File: config.mk
export PLATFORM = sky130hd
export DESIGN_NAME = e300_lite_core
export DESIGN_NICKNAME = d
export VERILOG_FILES = /design/src/e300_lite_pkg.sv /design/src/stream_fifo.sv /design/src/core_regs.sv /design/src/rx_framer.sv /design/src/tx_unframer.sv /design/src/e300_lite_core.sv
export VERILOG_INCLUDE_DIRS = /design/src
export SDC_FILE = /design/constraint.sdc
export NUM_CORES = 1
export LEC_CHECK = 0
export BUFFER_PORTS_ARGS = -buffer_cell sky130_fd_sc_hd__buf_4
export CORE_ASPECT_RATIO = 0.8
export CORE_MARGIN = 2
export CORE_UTILIZATION = 62
export DETAILED_ROUTE_END_ITERATION = 12
export PLACE_DENSITY = 0.84
export SLEW_MARGIN = 15
export SYNTH_ARGS = -nofsm -noshare
export SYNTH_HDL_FRONTEND = slang
export SYNTH_SLANG_ARGS = --single-unit
File: constraint.sdc
create_clock -name i_bus_clk -period 16.1 [get_ports i_bus_clk]
set_input_delay 4.83 -clock i_bus_clk [delete_from_list [all_inputs] [get_ports i_bus_clk]]
set_output_delay 4.83 -clock i_bus_clk [all_outputs]
set_load 0.005 [all_outputs]
File: src/e300_lite_cfg.svh
/*
  register offsets are matched against address bits 10:0 only
  readback codes are 5 bits wide, unused codes return E300_RB_DEFAULT
*/
`ifndef E300_LITE_CFG_SVH
`define E300_LITE_CFG_SVH

// settings bus offsets
`define E300_SR_READBACK 11'd0
`define E300_SR_MISC     11'd4
`define E300_SR_SPP      11'd8
`define E300_SR_TEST     11'd28

// readback select codes
`define E300_RB_MISC     5'd1
`define E300_RB_COMPAT   5'd2
`define E300_RB_PLL      5'd4
`define E300_RB_ERR      5'd6
`define E300_RB_TEST     5'd24

`define E300_RB_DEFAULT  32'hdeadbeef
`define E300_COMPAT      32'hAC00_FF00

// misc bits 1:0 pps select, 2 mimo, 3 codec reset
`define E300_MISC_RESET  4'd2
`define E300_SPP_RESET   8'd4

`define E300_RX_DEPTH    8
`define E300_TX_DEPTH    4

`endif

File: src/e300_lite_pkg.sv
/*
  shared data types for the single-radio core
  samples carry I in bits 31:16 and Q in bits 15:0
*/
package e300_lite_pkg;

  // one radio sample
  typedef logic [31:0] sample_t;

  // host stream word, two samples, earlier one low
  typedef logic [63:0] host_word_t;

  // readback selector
  typedef logic [4:0] rb_sel_t;

  // saturating error counter
  typedef logic [15:0] err_cnt_t;

endpackage

File: src/stream_fifo.sv
/*
  valid/ready FIFO, no fall-through, a write shows at the output next cycle
  o_ready drops only when all DEPTH entries are in use
*/
`timescale 1ns/1ps

module stream_fifo #(
  parameter type T     = logic [31:0],
  parameter int  DEPTH = 8
) (
  input  logic i_bus_clk,
  input  logic i_bus_rst,
  input  T     i_data,
  input  logic i_valid,
  output logic o_ready,
  output T     o_data,
  output logic o_valid,
  input  logic i_ready
);

  localparam int AW = (DEPTH > 1) ? $clog2(DEPTH) : 1;
  localparam int CW = $clog2(DEPTH + 1);
  localparam logic [AW-1:0] LAST_IDX = AW'(DEPTH - 1);

  T              mem [DEPTH];
  logic [AW-1:0] wr_ptr;
  logic [AW-1:0] rd_ptr;
  logic [CW-1:0] count;
  logic          push;
  logic          pop;

  assign o_ready = (count != CW'(DEPTH));
  assign o_valid = (count != '0);
  assign o_data  = mem[rd_ptr];

  assign push = i_valid && o_ready;
  assign pop  = o_valid && i_ready;

  // storage
  always_ff @(posedge i_bus_clk) begin
    if (push) begin
      mem[wr_ptr] <= i_data;
    end
  end

  // pointers wrap at DEPTH, not at a power of two
  always_ff @(posedge i_bus_clk) begin
    if (i_bus_rst) begin
      wr_ptr <= '0;
      rd_ptr <= '0;
      count  <= '0;
    end else begin
      if (push) begin
        wr_ptr <= (wr_ptr == LAST_IDX) ? '0 : wr_ptr + 1'b1;
      end
      if (pop) begin
        rd_ptr <= (rd_ptr == LAST_IDX) ? '0 : rd_ptr + 1'b1;
      end
      case ({push, pop})
        2'b10:   count <= count + 1'b1;
        2'b01:   count <= count - 1'b1;
        default: count <= count;
      endcase
    end
  end

endmodule

File: src/core_regs.sv
/*
  settings writes land on the strobe edge and read back the next cycle
  o_rb_data is combinational, lock inputs pass two flops before readback
*/
`timescale 1ns/1ps
`include "e300_lite_cfg.svh"

module core_regs (
  input  logic        i_bus_clk,
  input  logic        i_bus_rst,
  input  logic        i_set_stb,
  input  logic [31:0] i_set_addr,
  input  logic [31:0] i_set_data,
  input  logic [1:0]  i_lock_signals,
  input  logic [3:0]  i_tcxo_status,
  input  logic        i_rx_stb,
  input  logic        i_rx_room,
  input  logic        i_underrun,
  output logic [31:0] o_rb_data,
  output logic [1:0]  o_pps_select,
  output logic        o_mimo,
  output logic        o_codec_arst,
  output logic [7:0]  o_spp
);
  import e300_lite_pkg::*;

  rb_sel_t     rb_sel;
  logic [31:0] test_reg;
  logic [3:0]  misc_reg;
  logic [10:0] set_offset;
  logic [1:0]  lock_meta;
  logic [1:0]  lock_sync;
  err_cnt_t    overflow_cnt;
  err_cnt_t    underrun_cnt;

  assign set_offset = i_set_addr[10:0];

  ////////////////////
  // settings registers
  ////////////////////
  always_ff @(posedge i_bus_clk) begin
    if (i_bus_rst) begin
      rb_sel   <= '0;
      test_reg <= '0;
      misc_reg <= `E300_MISC_RESET;
      o_spp    <= `E300_SPP_RESET;
    end else if (i_set_stb) begin
      if (set_offset == `E300_SR_READBACK) rb_sel <= i_set_data[4:0];
      if (set_offset == `E300_SR_TEST) test_reg <= i_set_data;
      if (set_offset == `E300_SR_MISC) misc_reg <= i_set_data[3:0];
      if (set_offset == `E300_SR_SPP) o_spp <= i_set_data[7:0];
    end
  end

  assign o_pps_select = misc_reg[1:0];
  assign o_mimo       = misc_reg[2];
  assign o_codec_arst = misc_reg[3];

  // pll lock synchronizer
  always_ff @(posedge i_bus_clk) begin
    if (i_bus_rst) begin
      lock_meta <= '0;
      lock_sync <= '0;
    end else begin
      lock_meta <= i_lock_signals;
      lock_sync <= lock_meta;
    end
  end

  ////////////////////
  // error counters
  ////////////////////
  // both stick at full scale
  always_ff @(posedge i_bus_clk) begin
    if (i_bus_rst) begin
      overflow_cnt <= '0;
      underrun_cnt <= '0;
    end else begin
      if (i_rx_stb && !i_rx_room && (overflow_cnt != '1)) begin
        overflow_cnt <= overflow_cnt + 1'b1;
      end
      if (i_underrun && (underrun_cnt != '1)) begin
        underrun_cnt <= underrun_cnt + 1'b1;
      end
    end
  end

  // readback mux
  always_comb begin
    case (rb_sel)
      `E300_RB_MISC:   o_rb_data = {26'd0, i_tcxo_status, o_pps_select};
      `E300_RB_COMPAT: o_rb_data = `E300_COMPAT;
      `E300_RB_PLL:    o_rb_data = {30'd0, lock_sync};
      `E300_RB_ERR:    o_rb_data = {overflow_cnt, underrun_cnt};
      `E300_RB_TEST:   o_rb_data = test_reg;
      default:         o_rb_data = `E300_RB_DEFAULT;
    endcase
  end

endmodule

File: src/rx_framer.sv
/*
  packs two samples per host word, earlier sample in bits 31:0
  i_spp is sampled at each packet start, 0 behaves as 1
*/
`timescale 1ns/1ps

module rx_framer (
  input  logic                    i_bus_clk,
  input  logic                    i_bus_rst,
  input  logic [7:0]              i_spp,
  input  e300_lite_pkg::sample_t  i_sample,
  input  logic                    i_sample_valid,
  output logic                    o_sample_ready,
  output e300_lite_pkg::host_word_t o_tdata,
  output logic                    o_tlast,
  output logic                    o_tvalid,
  input  logic                    i_tready
);
  import e300_lite_pkg::*;

  sample_t    low_q;
  logic       have_low;
  logic       pkt_start;
  logic [7:0] words_left;
  logic [7:0] words_now;
  logic       last_now;
  logic       take;

  // second half only goes in when the output slot frees up
  assign o_sample_ready = !have_low || !o_tvalid || i_tready;
  assign take = i_sample_valid && o_sample_ready;

  assign words_now = pkt_start ? i_spp : words_left;
  assign last_now  = (words_now <= 8'd1);

  // half holding register and word payload
  always_ff @(posedge i_bus_clk) begin
    if (take && !have_low) low_q <= i_sample;
    if (take && have_low) begin
      o_tdata <= {i_sample, low_q};
      o_tlast <= last_now;
    end
  end

  always_ff @(posedge i_bus_clk) begin
    if (i_bus_rst) begin
      have_low   <= 1'b0;
      o_tvalid   <= 1'b0;
      pkt_start  <= 1'b1;
      words_left <= '0;
    end else begin
      if (o_tvalid && i_tready) o_tvalid <= 1'b0;
      if (take) have_low <= !have_low;
      if (take && have_low) begin
        o_tvalid   <= 1'b1;
        pkt_start  <= last_now;
        words_left <= words_now - 1'b1;
      end
    end
  end

endmodule

File: src/tx_unframer.sv
/*
  one sample out per i_tx_stb, low half of each word first
  a strobe with nothing stored drives zero and pulses o_underrun
*/
`timescale 1ns/1ps

module tx_unframer (
  input  logic                      i_bus_clk,
  input  logic                      i_bus_rst,
  input  e300_lite_pkg::host_word_t i_word,
  input  logic                      i_word_valid,
  output logic                      o_word_ready,
  input  logic                      i_tx_stb,
  output e300_lite_pkg::sample_t    o_tx_data,
  output logic                      o_underrun
);
  import e300_lite_pkg::*;

  host_word_t word_q;
  logic       full;
  logic       hi_next;
  logic       load;

  // refill once the high half goes out
  assign o_word_ready = !full || (i_tx_stb && hi_next);
  assign load = i_word_valid && o_word_ready;

  always_ff @(posedge i_bus_clk) begin
    if (load) word_q <= i_word;
  end

  always_ff @(posedge i_bus_clk) begin
    if (i_bus_rst) begin
      full       <= 1'b0;
      hi_next    <= 1'b0;
      o_tx_data  <= '0;
      o_underrun <= 1'b0;
    end else begin
      o_underrun <= i_tx_stb && !full;
      if (i_tx_stb) begin
        if (full) begin
          o_tx_data <= hi_next ? word_q[63:32] : word_q[31:0];
          hi_next   <= !hi_next;
          if (hi_next) full <= 1'b0;
        end else begin
          o_tx_data <= '0;
        end
      end
      // a new word overrides the consume above
      if (load) begin
        full    <= 1'b1;
        hi_next <= 1'b0;
      end
    end
  end

endmodule

File: src/e300_lite_core.sv
/*
  single radio, single clock domain, host tlast is not used on transmit
  receive samples are dropped and counted while the receive FIFO is full
*/
`timescale 1ns/1ps
`include "e300_lite_cfg.svh"

module e300_lite_core (
  input  logic                      i_bus_clk,
  input  logic                      i_bus_rst,
  // host to radio stream
  input  e300_lite_pkg::host_word_t i_h2s_tdata,
  input  logic                      i_h2s_tvalid,
  output logic                      o_h2s_tready,
  // radio to host stream
  output e300_lite_pkg::host_word_t o_s2h_tdata,
  output logic                      o_s2h_tlast,
  output logic                      o_s2h_tvalid,
  input  logic                      i_s2h_tready,
  // radio side
  input  logic                      i_rx_stb,
  input  e300_lite_pkg::sample_t    i_rx_data,
  input  logic                      i_tx_stb,
  output e300_lite_pkg::sample_t    o_tx_data,
  // settings bus
  input  logic                      i_set_stb,
  input  logic [31:0]               i_set_addr,
  input  logic [31:0]               i_set_data,
  output logic [31:0]               o_rb_data,
  output logic [1:0]                o_pps_select,
  output logic                      o_mimo,
  output logic                      o_codec_arst,
  input  logic [1:0]                i_lock_signals,
  input  logic [3:0]                i_tcxo_status
);
  import e300_lite_pkg::*;

  logic       rx_room;
  sample_t    rx_sample;
  logic       rx_sample_valid;
  logic       rx_sample_ready;
  host_word_t tx_word;
  logic       tx_word_valid;
  logic       tx_word_ready;
  logic       underrun;
  logic [7:0] spp;

  core_regs u_core_regs (
    .i_bus_clk(i_bus_clk), .i_bus_rst(i_bus_rst),
    .i_set_stb(i_set_stb), .i_set_addr(i_set_addr), .i_set_data(i_set_data),
    .i_lock_signals(i_lock_signals), .i_tcxo_status(i_tcxo_status),
    .i_rx_stb(i_rx_stb), .i_rx_room(rx_room), .i_underrun(underrun),
    .o_rb_data(o_rb_data), .o_pps_select(o_pps_select), .o_mimo(o_mimo),
    .o_codec_arst(o_codec_arst), .o_spp(spp)
  );

  ////////////////////
  // receive path
  ////////////////////
  stream_fifo #(.T(sample_t), .DEPTH(`E300_RX_DEPTH)) u_rx_fifo (
    .i_bus_clk(i_bus_clk), .i_bus_rst(i_bus_rst),
    .i_data(i_rx_data), .i_valid(i_rx_stb), .o_ready(rx_room),
    .o_data(rx_sample), .o_valid(rx_sample_valid), .i_ready(rx_sample_ready)
  );

  rx_framer u_rx_framer (
    .i_bus_clk(i_bus_clk), .i_bus_rst(i_bus_rst), .i_spp(spp),
    .i_sample(rx_sample), .i_sample_valid(rx_sample_valid),
    .o_sample_ready(rx_sample_ready),
    .o_tdata(o_s2h_tdata), .o_tlast(o_s2h_tlast),
    .o_tvalid(o_s2h_tvalid), .i_tready(i_s2h_tready)
  );

  ////////////////////
  // transmit path
  ////////////////////
  stream_fifo #(.T(host_word_t), .DEPTH(`E300_TX_DEPTH)) u_tx_fifo (
    .i_bus_clk(i_bus_clk), .i_bus_rst(i_bus_rst),
    .i_data(i_h2s_tdata), .i_valid(i_h2s_tvalid), .o_ready(o_h2s_tready),
    .o_data(tx_word), .o_valid(tx_word_valid), .i_ready(tx_word_ready)
  );

  tx_unframer u_tx_unframer (
    .i_bus_clk(i_bus_clk), .i_bus_rst(i_bus_rst),
    .i_word(tx_word), .i_word_valid(tx_word_valid), .o_word_ready(tx_word_ready),
    .i_tx_stb(i_tx_stb), .o_tx_data(o_tx_data), .o_underrun(underrun)
  );

endmodule

# Yosys cells after proc, flatten, opt, wreduce, memory -nomap -nowiden
# Memories as Yosys holds them, arrays and structs flattened. A register that Yosys moved wholly into a read port is not among the register bits.
# Cells that the tools add are included.
[op_classes]
n_eq_ne = 20
n_mux = 22
add_sub_neg = 11
n_lt_le_gt_ge = 1
reduce_logical = 33
[ops]
columns = ["operator", "count"]
rows = [
  ["$pmux W32 S5", 1],
  ["$mux W32", 2],
  ["$add A16 B1 Y16 const B", 2],
  ["$ne A16 B16 Y1 const B", 2],
  ["$logic_and A1 B1 Y1", 12],
  ["$mux W3", 4],
  ["$eq A11 B3 Y1 const B", 1],
  ["$eq A11 B4 Y1 const B", 1],
  ["$eq A11 B5 Y1 const B", 1],
  ["$logic_not A11 Y1", 1],
  ["$eq A5 B3 Y1 const B", 2],
  ["$mux W1", 10],
  ["$reduce_and A2 Y1", 5],
  ["$add A3 B1 Y3 const B", 3],
  ["$eq A2 B2 Y1 const B", 4],
  ["$le A8 B1 Y1 const B", 1],
  ["$mux W8", 1],
  ["$pmux W4 S2", 1],
  ["$reduce_bool A2 Y1", 4],
  ["$sub A8 B1 Y8 const B", 1],
  ["$eq A3 B3 Y1 const B", 2],
  ["$pmux W3 S2", 1],
  ["$eq A5 B1 Y1 const B", 1],
  ["$eq A5 B2 Y1 const B", 1],
  ["14 further kinds", 23],
]
[word_totals]
mem_count = 2
wordCells = 114
reg_bits = 245
out_inout_bits = 135
input_bits = 173
ramBits = 512
[mem_list]
columns = ["memory", "depth", "word_bits", "read_ports", "rd_clocked_by_memory_dff", "wr", "line", "text"]
rows = [
  ["u_rx_fifo.mem", 8, 32, 1, 1, 1, "stream_fifo.sv:25", "T mem [DEPTH];"],
  ["u_tx_fifo.mem", 4, 64, 1, 1, 1, "stream_fifo.sv:25", ""],
]

# Longest topological paths before layout
[depth]
word_depth = 6
ltp_mapped = 11
ltp_nobuf = 9

# Modules after synthesis
# Synthesis repeated with hierarchy kept, for this count alone.
[unflattened]
hier_cells = 1703
hier_area_um2 = 31358.8
[by_module_without_submodules]
columns = ["module", "seq_area_each_um2", "area_per_inst_um2", "instances", "cells_each"]
rows = [
  ["stream_fifo at u_rx_fifo", 7947.6, 10407.5, 1, 447],
  ["stream_fifo at u_tx_fifo", 7867.5, 9705.6, 1, 386],
  ["core_regs", 1701.6, 4102.7, 1, 499],
  ["rx_framer", 3133.0, 3684.8, 1, 186],
  ["tx_unframer", 2622.5, 3458.3, 1, 185],
]

# Worst setup path before layout
# Ideal clock, no wire load.
[synth_path]
path_type = "input to output"
startpoint = "input port i_tcxo_status[0]"
endpoint = "output port o_rb_data[2]"
path_slack_ns = 6.064
n_path_buf = 0
arrival_time_ns = 5.206
cell_stages = 2
t_required_ns = 11.270
cell_sequence = "a222oi_1 -> nand2b_1"
[synth_via]
elab_chain_len = 1
[synth_rtl]
columns = ["item", "line", "text"]
rows = [
  ["start, declared", "e300_lite_core.sv:34", "input logic [3:0] i_tcxo_status"],
  ["$pmux W32 S5", "core_regs.sv:90", "case (rb_sel)"],
  ["end, declared", "e300_lite_core.sv:29", "output logic [31:0] o_rb_data,"],
]
# No other way between the ends.

# Worst setup path after layout
[layout_path]
startpoint = "input port i_tcxo_status[2]"
endpoint = "output port o_rb_data[4]"
# Same word-level chain as after synthesis.

==> impl_metrics.toml <==
[outcome]
outcome = "complete, no violations"

[job]
maxCapViolCount = 0

[drt]
vias = 16800
ant_nets = 0
wl_per_cell_um = 23.4
vias_per_cell = 6.10
drt_wl_total_um = 64600
drc = 0
drtIter0Drc = 1653
drtPass1Iterations = 6

[setup_path]
r2r-start = "u_tx_unframer.hi_next"
slowest_stage = "a222oi_1"
cp.arrival_ns = 5.53
crit_chain = "buf_4 -> a222oi_1 -> inv_1 -> buf_4"
cp.required_ns = 11.27
startpoint = "i_tcxo_status[2]"
critPathMaxStageDelay_ns = 0.32
end_kind = "output pin"
path_class = "primary input to output pin"
cpMostUsedCell = "buf_4"
cp_max_fo = 1
cp-start-kind = "primary input"

[timing]
worstMarginPinSlew_ns = 1.17
rsz0062_at_grt = "false"
hold_viol_final = 0
setup_violations = 0
relSlewSlack_pct = 22.3
period_minus_slack_ns = 10.36
clock_skew_ns = 0.0283
min_period_over_period_pct = 64.3
slew_violations = 0
clock.fmax_mhz = 96.5
setup_tns_ns = 0

[global_route]
grt_max_degree = 93
gr-total-overflow = 0
grt_first_pass_wirelength_um = 97700
grt_pass1_vias = 17300
grt_antenna_before_repair = 4
grt_util_all_layers_pct = 24.9

[worst_hold_path]
hp-start = "u_rx_framer.low_q[13]"
holdCritPathClass = "flip-flop to flip-flop"

[logic_synthesis]
synthesis.area_um2 = 31200
synth_edf_count = 673
syn_avg_cell_area_um2 = 18.2
synth_nets = 1909
synth-main-ff-cell = "edfxtp_1"
ys_ff_latch = 824
async_flop_share_pct = 0
synth_cell_types = 64
yosysWarnings = 0
syn_inst = 1718
synth-seq-area-share_pct = 74.5

[clocking]
worstSkewPairLatency_ns = 0.62
cts.sinks = 824
path_clk_slew_ns = 0.06
hold_buffers = 0
cts_buffers = 76
post_cts_buffers = 0
ctsRootBufferMaster = "clkbuf_16"
h-tree-depth = 3
cts_tree = "done"
ctsResizeCount = 0
clockBufferDepth = 3

[floorplanning]
die_x_um = 255
coreArea_um2 = 49700
start_util_pct = 62.8
pin_count = 308
dieHeight_um = 205
num_rows = 73
die-area_um2 = 52100

[final_layout]
nNetsFinal = 2212
layout-drive-gt1-share_pct = 31.5
final_util_pct = 73.6
final_common_cell = "edfxtp_1"
area_growth_pct = 17.3
fillCellCount = 2806
layout_common_cells = "edfxtp_1 (673), buf_4 (311), dfxtp_1 (146)"
top_regs = "u_rx_fifo.mem x256, u_tx_fifo.mem x256"

[power]
irDropWorstVdd_uv = 111
p_leak_nw = 12.7
powerDensity_nw_per_um2 = 158

[place]
hpwlAfterDp_um = 36200
port_buffers = 286
finalWeightedCongestion = 0.858
-- cell usage after synthesis, drive strengths merged, types with 9 or more instances --
library cell	instances	share of area [%]
a21oi	73	1.2
a221o	19	0.61
and3	12	0.24
buf	35	0.51
clkbuf	51	0.61
dfxtp	151	9.7
edfxtp	673	65
ha	17	0.68
inv	18	0.22
mux2	78	2.8
mux2i	59	1.9
mux4	128	9.2
nand2	33	0.40
nand2b	11	0.22
nand3	15	0.24
nand4	11	0.24
nor2	120	1.4
nor2b	52	1.0
nor3	14	0.22
nor4	12	0.24
o21ai	17	0.27
o31ai	9	0.22
or3	11	0.22
or4	15	0.36
-- worst max-delay path, delay by kind of cell --
kind	cells	cell delay [ns]
AO/OA/AOI/OAI	1	0.32
buffers and inverters	3	0.38
-- final cells by class --
class / count / area (um^2) / share of cell area (%)
sequential: 824 / 23200 / 63.5
multi-input combinational: 790 / 7610 / 20.8
timing repair buffer: 311 / 2330 / 6.38
clock buffer: 108 / 2160 / 5.90
tap: 675 / 845 / 2.31
clock inverter: 31 / 314 / 0.859
inverter: 18 / 68.8 / 0.188
antenna: 2 / 5.00 / 0.0137
-- where the power goes --
| group | internal [mW] | switching [mW] |
|---|---|---|
| clock | 1.02 | 0.752 |
| sequential | 2.77 | 0.156 |
| combinational | 0.509 | 0.560 |
| total | 4.30 | 1.47 |
-- path summary, 6_finish.rpt --
check,end,slack [ns],depth (start not counted)
min reg2reg,u_rx_framer.o_tdata[13],0.42,0
max reg2reg,u_tx_fifo.count[2],12.24,9
max,o_rb_data[4],5.74,4
min,u_rx_framer.o_tdata[13],0.42,0
-- routing by layer --
layer,track usage [%],share of wire (%),up-vias
met2,42.0,51,665
met5,0,0.053,-
met4,8.38,2.9,4
met3,5.43,7.0,134
met1,32.6,39,8608
li1,-,-,7421
-- logic make-up (layout without fill, tap and decap cells) --
family / Yosys count / after routing / synth area share (%)
buffers and inverters: 104 / 468 / 1.34
multiplexers: 265 / 265 / 14.0
XOR/XNOR: 7 / 7 / 0.197
adder cells (fa/ha/maj): 18 / 18 / 0.746
other: 0 / 2 / 0
flip-flops: 824 / 824 / 74.5
AND/OR/NAND/NOR: 336 / 336 / 5.72
AO/OA/AOI/OAI: 164 / 164 / 3.54
-- per-stage QoR --
stage	setup WS [ns]	instance area, um^2	power (mW)	hold WS [ns]	instances
global route	5.73	36600	5.97	0.423	2758
global placement	5.80	34100	3.96	0.400	2618
CTS	5.77	36600	5.80	0.419	2757
finish	5.74	36600	5.76	0.418	2759
detailed placement	5.78	34100	4.02	0.405	2618
floorplan	6.06	31200	3.63	0.400	1718
No activity file was read; power rests on OpenSTA's default activity.
